File: config.mk
export PLATFORM = sky130hd
export DESIGN_NAME = fpu_top
export DESIGN_NICKNAME = d
export VERILOG_FILES = /design/src/design/fpu_format_pkg.sv /design/src/design/fpu_op_pkg.sv /design/src/design/fmul_pipe.sv /design/src/design/fmisc_pipe.sv /design/src/design/fpu_ctrl.sv /design/src/design/fpu_top.sv
export SDC_FILE = /design/constraint.sdc
export NUM_CORES = 2
export LEC_CHECK = 0
export ABC_AREA = 1
export BUFFER_PORTS_ARGS = -buffer_cell sky130_fd_sc_hd__clkbuf_2
export CORE_MARGIN = 2
export CORE_UTILIZATION = 60
export DETAILED_ROUTE_END_ITERATION = 7
export GPL_TIMING_DRIVEN = 0
export HOLD_SLACK_MARGIN = 0.03
export PLACE_DENSITY = 0.78
export SETUP_SLACK_MARGIN = 0.15
export SYNTH_ARGS = -nofsm -noshare
export SYNTH_HDL_FRONTEND = slang
export SYNTH_SLANG_ARGS = --single-unit
File: constraint.sdc
create_clock -name clk -period 10 [get_ports clk]
set_input_delay 2 -clock clk [delete_from_list [all_inputs] [get_ports clk]]
set_output_delay 2 -clock clk [all_outputs]
set_load 0.05 [all_outputs]
File: src/design/fpu_format_pkg.sv
`default_nettype none

package fpu_format_pkg;

    // ieee 754 single precision layout, msb first
    typedef struct packed {
        logic        sign;
        logic [7:0]  exp;
        logic [22:0] man;
    } fp32_fields_t;

    // same word seen either as a raw bus value or as its fields
    typedef union packed {
        logic [31:0]  raw;
        fp32_fields_t f;
    } fp32_u;

    // all ones exponent marks infinity and is also the saturation value
    localparam logic [7:0] EXP_MAX = 8'hff;

    // zero exponent is treated as zero, denormals are not supported
    localparam logic [7:0] EXP_ZERO = 8'h00;

    // 256 - 127, bit 8 of the biased sum then means no underflow
    // and bit 9 means overflow
    localparam logic [9:0] MUL_BIAS_ADJ = 10'd129;

    function automatic logic fp_is_zero(fp32_u x);
        return x.f.exp == EXP_ZERO;
    endfunction

    function automatic logic fp_is_inf(fp32_u x);
        return x.f.exp == EXP_MAX;
    endfunction

    // magnitude without the sign, orders like an unsigned integer
    function automatic logic [30:0] fp_mag(fp32_u x);
        return x.raw[30:0];
    endfunction

endpackage

`default_nettype wire

File: src/design/fpu_op_pkg.sv
`default_nettype none

package fpu_op_pkg;

    import fpu_format_pkg::*;

    // request opcodes as seen on the top level port
    typedef enum logic [2:0] {
        OP_FMUL   = 3'd0,
        OP_FSGNJ  = 3'd1,
        OP_FSGNJN = 3'd2,
        OP_FSGNJX = 3'd3,
        OP_FEQ    = 3'd4,
        OP_FLT    = 3'd5,
        OP_FLE    = 3'd6
    } fpu_op_e;

    // sub-operations handled by the misc pipe
    typedef enum logic [2:0] {
        MISC_SGNJ  = 3'd0,
        MISC_SGNJN = 3'd1,
        MISC_SGNJX = 3'd2,
        MISC_EQ    = 3'd3,
        MISC_LT    = 3'd4,
        MISC_LE    = 3'd5
    } misc_op_e;

    typedef logic [3:0] fpu_tag_t;

    // 3 + 4 + 32 + 32 = 71 bits
    typedef struct packed {
        fpu_op_e  op;
        fpu_tag_t tag;
        fp32_u    a;
        fp32_u    b;
    } fpu_req_t;

    // 4 + 32 + 1 = 37 bits
    typedef struct packed {
        fpu_tag_t    tag;
        logic [31:0] value;
        logic        ovf;
    } fpu_rsp_t;

endpackage

`default_nettype wire

File: src/design/fmul_pipe.sv
`timescale 1ns/1ns
`default_nettype none

module fmul_pipe
    import fpu_format_pkg::*, fpu_op_pkg::*;
(
    input  logic     clk,
    input  logic     rstn,
    input  logic     in_valid,
    input  fpu_tag_t tag,
    input  fp32_u    a,
    input  fp32_u    b,
    output logic     out_valid,
    output fpu_rsp_t out
);

    // stage 1 registers, operands and split mantissas
    logic        v1;
    fpu_tag_t    tag1;
    fp32_u       a1;
    fp32_u       b1;
    logic [12:0] hi_a1;
    logic [10:0] lo_a1;
    logic [12:0] hi_b1;
    logic [10:0] lo_b1;

    // stage 2 registers, partial products
    logic        v2;
    fpu_tag_t    tag2;
    fp32_u       a2;
    fp32_u       b2;
    logic [25:0] hh2;
    logic [23:0] hl2;
    logic [23:0] lh2;

    // stage 3 registers, sign, raw exponent, truncated mantissa
    logic        v3;
    fpu_tag_t    tag3;
    logic        zero3;
    logic        inf3;
    logic        sign3;
    logic [9:0]  exp_raw3;
    logic [22:0] man3;
    logic [1:0]  lead3;

    logic [25:0] hh;
    logic [23:0] hl;
    logic [23:0] lh;
    logic [26:0] mmul;
    logic [22:0] man_trunc;
    logic [1:0]  lead;
    logic [9:0]  exp_raw;
    logic [8:0]  exp_sum;
    logic [7:0]  exp_fin;
    fp32_u       res;

    // cross products only keep their upper 13 bits, the +2 makes up
    // part of the dropped low*low term
    assign hh = hi_a1 * hi_b1;
    assign hl = hi_a1 * lo_b1;
    assign lh = lo_a1 * hi_b1;

    assign mmul = {1'b0, hh2} + {14'd0, hl2[23:11]} + {14'd0, lh2[23:11]} + 27'd2;

    // leading one lands in bit 26, 25 or 24 since both hidden bits are set
    assign lead = mmul[26] ? 2'd2 : (mmul[25] ? 2'd1 : 2'd0);
    assign man_trunc = mmul[26] ? mmul[25:3] :
                       mmul[25] ? mmul[24:2] :
                       mmul[24] ? mmul[23:1] : mmul[22:0];

    assign exp_raw = {2'b00, a2.f.exp} + {2'b00, b2.f.exp} + MUL_BIAS_ADJ;

    always_comb begin
        if (exp_raw3[9]) begin
            exp_sum = {1'b0, EXP_MAX};
        end else if (!exp_raw3[8]) begin
            exp_sum = {1'b0, EXP_ZERO};
        end else begin
            exp_sum = {1'b0, exp_raw3[7:0]} + {7'd0, lead3};
        end
        // carry out of the normalization step saturates as well
        exp_fin = exp_sum[8] ? EXP_MAX : exp_sum[7:0];

        res.f.sign = sign3;
        if (zero3) begin
            res.f.exp = EXP_ZERO;
            res.f.man = '0;
        end else if (inf3) begin
            res.f.exp = EXP_MAX;
            res.f.man = '0;
        end else begin
            res.f.exp = exp_fin;
            res.f.man = (exp_fin == EXP_MAX || exp_fin == EXP_ZERO) ? 23'd0 : man3;
        end
    end

    always_ff @(posedge clk) begin
        if (!rstn) begin
            v1       <= 1'b0;
            v2       <= 1'b0;
            v3       <= 1'b0;
            tag1     <= '0;
            tag2     <= '0;
            tag3     <= '0;
            a1       <= '0;
            b1       <= '0;
            a2       <= '0;
            b2       <= '0;
            hi_a1    <= '0;
            lo_a1    <= '0;
            hi_b1    <= '0;
            lo_b1    <= '0;
            hh2      <= '0;
            hl2      <= '0;
            lh2      <= '0;
            zero3    <= 1'b0;
            inf3     <= 1'b0;
            sign3    <= 1'b0;
            exp_raw3 <= '0;
            man3     <= '0;
            lead3    <= '0;
        end else begin
            v1       <= in_valid;
            tag1     <= tag;
            a1       <= a;
            b1       <= b;
            hi_a1    <= {1'b1, a.f.man[22:11]};
            lo_a1    <= a.f.man[10:0];
            hi_b1    <= {1'b1, b.f.man[22:11]};
            lo_b1    <= b.f.man[10:0];

            v2       <= v1;
            tag2     <= tag1;
            a2       <= a1;
            b2       <= b1;
            hh2      <= hh;
            hl2      <= hl;
            lh2      <= lh;

            v3       <= v2;
            tag3     <= tag2;
            zero3    <= fp_is_zero(a2) | fp_is_zero(b2);
            inf3     <= fp_is_inf(a2) | fp_is_inf(b2);
            sign3    <= a2.f.sign ^ b2.f.sign;
            exp_raw3 <= exp_raw;
            man3     <= man_trunc;
            lead3    <= lead;
        end
    end

    assign out_valid = v3;
    assign out.tag   = tag3;
    assign out.value = res.raw;
    // overflow now leaves together with the saturated result it belongs to
    assign out.ovf   = !zero3 && !inf3 && (exp_fin == EXP_MAX);

    a_latency: assert property (@(posedge clk) disable iff (!rstn)
        out_valid == $past(in_valid, 3));

endmodule

`default_nettype wire

File: src/design/fmisc_pipe.sv
`timescale 1ns/1ns
`default_nettype none

module fmisc_pipe
    import fpu_format_pkg::*, fpu_op_pkg::*;
(
    input  logic     clk,
    input  logic     rstn,
    input  logic     in_valid,
    input  misc_op_e op,
    input  fpu_tag_t tag,
    input  fp32_u    a,
    input  fp32_u    b,
    output logic     out_valid,
    output fpu_rsp_t out
);

    logic [2:0] v_q;
    fpu_rsp_t   rsp_q [3];

    logic  both_zero;
    logic  is_eq;
    logic  is_lt;
    fp32_u res;

    // sign-magnitude compare, +0 and -0 are the same value
    assign both_zero = (fp_mag(a) == 31'd0) && (fp_mag(b) == 31'd0);
    assign is_eq     = (a.raw == b.raw) || both_zero;

    always_comb begin
        if (both_zero) begin
            is_lt = 1'b0;
        end else if (a.f.sign != b.f.sign) begin
            is_lt = a.f.sign;
        end else if (a.f.sign) begin
            // both negative, larger magnitude is the smaller number
            is_lt = fp_mag(a) > fp_mag(b);
        end else begin
            is_lt = fp_mag(a) < fp_mag(b);
        end
    end

    always_comb begin
        res.raw = a.raw;
        case (op)
            MISC_SGNJ:  res.f.sign = b.f.sign;
            MISC_SGNJN: res.f.sign = ~b.f.sign;
            MISC_SGNJX: res.f.sign = a.f.sign ^ b.f.sign;
            MISC_EQ:    res.raw = {31'd0, is_eq};
            MISC_LT:    res.raw = {31'd0, is_lt};
            MISC_LE:    res.raw = {31'd0, is_lt | is_eq};
            default:    res.raw = '0;
        endcase
    end

    // stages 2 and 3 only delay, matching the multiplier latency
    always_ff @(posedge clk) begin
        if (!rstn) begin
            v_q      <= '0;
            rsp_q[0] <= '0;
            rsp_q[1] <= '0;
            rsp_q[2] <= '0;
        end else begin
            v_q            <= {v_q[1:0], in_valid};
            rsp_q[0].tag   <= tag;
            rsp_q[0].value <= res.raw;
            rsp_q[0].ovf   <= 1'b0;
            rsp_q[1]       <= rsp_q[0];
            rsp_q[2]       <= rsp_q[1];
        end
    end

    assign out_valid = v_q[2];
    assign out       = rsp_q[2];

    a_no_ovf: assert property (@(posedge clk) disable iff (!rstn)
        in_valid |-> ##3 (out_valid && !out.ovf));

endmodule

`default_nettype wire

File: src/design/fpu_ctrl.sv
`timescale 1ns/1ns
`default_nettype none

module fpu_ctrl
    import fpu_op_pkg::*;
(
    input  logic     clk,
    input  logic     rstn,
    input  logic     req_valid,
    input  fpu_req_t req,
    input  logic     clr_flags,
    output logic     mul_valid,
    output logic     misc_valid,
    output misc_op_e misc_op,
    input  logic     mul_rsp_valid,
    input  fpu_rsp_t mul_rsp,
    input  logic     misc_rsp_valid,
    input  fpu_rsp_t misc_rsp,
    output logic     rsp_valid,
    output fpu_rsp_t rsp,
    output logic     ovf_sticky
);

    logic is_mul;

    assign is_mul     = (req.op == OP_FMUL);
    assign mul_valid  = req_valid && is_mul;
    // every other encoding goes to the misc pipe so each request returns
    assign misc_valid = req_valid && !is_mul;

    always_comb begin
        case (req.op)
            OP_FSGNJ:  misc_op = MISC_SGNJ;
            OP_FSGNJN: misc_op = MISC_SGNJN;
            OP_FSGNJX: misc_op = MISC_SGNJX;
            OP_FEQ:    misc_op = MISC_EQ;
            OP_FLT:    misc_op = MISC_LT;
            OP_FLE:    misc_op = MISC_LE;
            default:   misc_op = MISC_SGNJ;
        endcase
    end

    // equal latency in both pipes, so at most one result per cycle
    assign rsp_valid = mul_rsp_valid || misc_rsp_valid;
    assign rsp       = mul_rsp_valid ? mul_rsp : misc_rsp;

    // a new overflow beats a clear in the same cycle
    always_ff @(posedge clk) begin
        if (!rstn) begin
            ovf_sticky <= 1'b0;
        end else if (rsp_valid && rsp.ovf) begin
            ovf_sticky <= 1'b1;
        end else if (clr_flags) begin
            ovf_sticky <= 1'b0;
        end
    end

    a_one_result: assert property (@(posedge clk) disable iff (!rstn)
        !(mul_rsp_valid && misc_rsp_valid));

endmodule

`default_nettype wire

File: src/design/fpu_top.sv
`timescale 1ns/1ns
`default_nettype none

module fpu_top
    import fpu_op_pkg::*;
(
    input  logic     clk,
    input  logic     rstn,
    input  logic     req_valid,
    input  fpu_req_t req,
    input  logic     clr_flags,
    output logic     rsp_valid,
    output fpu_rsp_t rsp,
    output logic     ovf_sticky
);

    logic     mul_valid;
    logic     misc_valid;
    misc_op_e misc_op;
    logic     mul_rsp_valid;
    fpu_rsp_t mul_rsp;
    logic     misc_rsp_valid;
    fpu_rsp_t misc_rsp;

    fpu_ctrl i_ctrl (
        .clk            (clk),
        .rstn           (rstn),
        .req_valid      (req_valid),
        .req            (req),
        .clr_flags      (clr_flags),
        .mul_valid      (mul_valid),
        .misc_valid     (misc_valid),
        .misc_op        (misc_op),
        .mul_rsp_valid  (mul_rsp_valid),
        .mul_rsp        (mul_rsp),
        .misc_rsp_valid (misc_rsp_valid),
        .misc_rsp       (misc_rsp),
        .rsp_valid      (rsp_valid),
        .rsp            (rsp),
        .ovf_sticky     (ovf_sticky)
    );

    // tag and operands go to both pipes, only the strobes differ
    fmul_pipe i_mul (
        .clk       (clk),
        .rstn      (rstn),
        .in_valid  (mul_valid),
        .tag       (req.tag),
        .a         (req.a),
        .b         (req.b),
        .out_valid (mul_rsp_valid),
        .out       (mul_rsp)
    );

    fmisc_pipe i_misc (
        .clk       (clk),
        .rstn      (rstn),
        .in_valid  (misc_valid),
        .op        (misc_op),
        .tag       (req.tag),
        .a         (req.a),
        .b         (req.b),
        .out_valid (misc_rsp_valid),
        .out       (misc_rsp)
    );

endmodule

`default_nettype wire

==> reports/qor.yml <==
finalMaxSlewViolations: 0
synth_warnings: 0
vias: 24471
endpoint_kind: "flip-flop"
syn_avg_cell_area_um2: 7.16
netlist_area_um2: 28200
ant_nets: 0
dieArea_um2: 48800
clockRootBuffer: "clkbuf_16"
utilization_pct: 65.3
htreeDepth: 1
antenna_found_initial: 2
cellLeakagePower_nw: 18.3
drt_iter0_drc: 2116
p_int_mw: 2.24
p_sw_mw: 1.52
cts_tree: "yes"
overflow: 0
grt_pass1_wl_um: 127000
start_util_pct: 60.7
fin_ws_ns: 3.61
wl_met2_um: 35800
preCtsSetupSlack_ns: 3.67
placed_cells: 4661
grt_pass1_vias: 24378
first_pass_iters: 8
coreArea_um2: 46500
setup_tns_ns: 0
final_common_cell: "nand2_1"
num_rows: 79
slew_headroom_pct: 37.0
drcViolationCount: 0
gp_congestion: 0.986
finalSetupViolations: 0
status: "finished, final reports clean"
clk_latency_ns: 0.55
cts_resized: 0
p_sw_share_pct: 40.5
top_layer: "met4"
cts-buffers-inserted: 24
power_frac_clock_pct: 24.5
io_pins: 114
grt.total_usage_pct: 33.0
fp.dieW_um: 221
maxCapViolations: 0
hold_ws_ns: 0.406
fmax_mhz: 157
wl_um: 79200
hold_viol: 0
synth_cells: 3941
wl_per_cell_um: 16.8
die_h_um: 221
viasPerCell: 5.20
syn_nets: 4593
num-nets-final: 4732
pwr-share-comb_pct: 39.3
worst_ep_arrival_time_ns: 6.87
met1Wirelength_um: 32100
cp-start-kind: "flip-flop"
wl_met3_um: 7790
layout_common_cells: "1,199 x nand2_1, 998 x inv_1, 330 x fa_1"
critical_path_class: "flip-flop to flip-flop"
cp.required_ns: 10.49
tightest_slew_ns: 0.945
cts_setup_buffers: 0
power_density_nw_per_um2: 124
p_seq_share_pct: 36.2
rsz0062_at_grt: "no"
area_growth_pct: 7.45
clock-sinks: 288
fillers: 4221
ctsLongestPathBuffers: 3
ir_drop_mv: 0.154
grt_max_degree: 18
synth-seq-area-share_pct: 20.4
worstPathMaxFanout: 10
hp-class: "flip-flop to flip-flop"
finalNonFillerCells: 4704
final.period_utilization_pct: 63.9
synth_cell_types: 48
drive_gt1_share_pct: 4.96
dpl.hpwl_um: 65600
clock_skew_ns: 0.0200
finalCriticalPeriod_ns: 6.39
hold_buffers: 0
place.port_buffers: 113
path_clk_slew_ns: 0.07
ys_ff_latch: 288
Yosys cell counts (all sizes together):
cell / instances / share of area, %
nand2: 1212 / 16
inv: 1001 / 13
fa: 330 / 23
dfxtp: 288 / 20
ha: 247 / 11
nor2: 226 / 3.1
nand3: 136 / 2.5
a21oi: 122 / 2.2
clkbuf: 111 / 1.5
o21ai: 65 / 1.2
nand4: 39 / 0.86
nand3b: 35 / 0.93
nor3: 26 / 0.46
o21bai: 13 / 0.35
a21o: 12 / 0.32
buf: 11 / 0.32
xnor2: 11 / 0.34
xor2: 11 / 0.34
nor4: 9 / 0.20
o21a: 7 / 0.19
or2: 7 / 0.16
a31oi: 4 / 0.089
a21boi: 3 / 0.080
nor3b: 3 / 0.080
a211oi: 2 / 0.053
and2: 2 / 0.044
clkinv: 2 / 0.027
a22oi: 1 / 0.027
a31o: 1 / 0.031
and3: 1 / 0.022
o2111ai: 1 / 0.031
o211a: 1 / 0.035
o31a: 1 / 0.031
metrics by stage:
stage	instance area, um2	power, mW
finish	30300	3.77
global route	30300	4.05
CTS	30300	3.77
detailed placement	29500	2.85
global placement	29500	2.82
floorplan	28200	2.38
registers in the layout, summed over array words and instances, names as in the netlist, 2 cells and up:
name	cells
i_mul.lo_a1	10
i_mul.tag1	3
i_mul.hi_b1	12
i_mul.man3	23
i_mul.lh2	13
i_mul.hi_a1	11
i_mul.a1	11
i_mul.hl2	13
i_mul.b1	11
i_misc.v_q	3
i_mul.exp_raw3	10
i_misc.rsp_q	99
i_mul.tag2	3
i_mul.b2	9
i_mul.lead3	2
i_mul.hh2	26
i_mul.lo_b1	10
i_mul.tag3	3
i_mul.a2	9
power by group through the flow:
| stage | clock (mW) | sequential (mW) | combinational [mW] |
|---|---|---|---|
| after floorplan | 0 | 1.33 | 1.05 |
| after global placement | 0 | 1.38 | 1.44 |
| after detailed placement | 0 | 1.38 | 1.47 |
| after CTS | 0.934 | 1.36 | 1.48 |
| after global routing | 0.987 | 1.37 | 1.69 |
| final | 0.922 | 1.36 | 1.48 |
cells by family (layout without fill, tap and decap cells):
group	Yosys count	in the layout	synth area share (%)
and+or+nand+nor	1696	1696	24.7
adders and majority gates	577	577	34.4
AOI/OAI and AO/OA	233	233	4.64
DFF	288	288	20.4
xor gates and xnor gates	22	22	0.683
other	0	2	0
buffers and inverters	1125	1279	15.2
area by class of cell:
cell class	instances	area, um2	share of cell area (%)
clock inverter	13	138	0.454
timing repair buffer	113	566	1.87
buffer	122	508	1.68
sequential	288	5770	19.0
multi-input combinational	2528	18200	59.9
clock buffer	28	636	2.10
inverter	1003	3770	12.4
tap	607	759	2.51
antenna	2	5.00	0.0165
worst max-delay path, stage by stage, from the launching register on:
cell	delay, ns
dfxtp_1	0.37
clkbuf_1	0.59
clkbuf_1	0.69
nand2_1	0.18
fa_1	0.55
fa_1	0.55
inv_1	0.06
fa_1	0.50
fa_1	0.54
inv_1	0.06
fa_1	0.54
inv_1	0.07
ha_1	0.37
a21oi_1	0.20
a21boi_0	0.31
nand2_1	0.12
nand2_1	0.07
nand3_1	0.15
nand2_1	0.10
nand2_1	0.06
nand2_1	0.06
nand2_1	0.04
nor2_1	0.13
routing by layer:
| layer | vias up | global-route usage, % |
|---|---|---|
| met4 | 0 | 12.9 |
| met2 | 964 | 53.5 |
| li1 | 11842 | - |
| met3 | 207 | 8.43 |
| met1 | 11458 | 42.4 |
| met5 | - | 0 |
path summary, 6_finish.rpt:
kind / endpoint / depth (start not counted) / start / slack [ns]
worst min register to register: i_misc.rsp_q[0][92] / 2 / i_misc.rsp_q[0][55] / 0.41
worst max register to register: i_mul.hh2[23] / 22 / i_mul.hi_b1[12] / 3.61
worst max-delay path: i_mul.hh2[23] / 22 / i_mul.hi_b1[12] / 3.61
worst min-delay path: i_misc.rsp_q[0][92] / 2 / i_misc.rsp_q[0][55] / 0.41
Power figures use the tool's default switching activity.
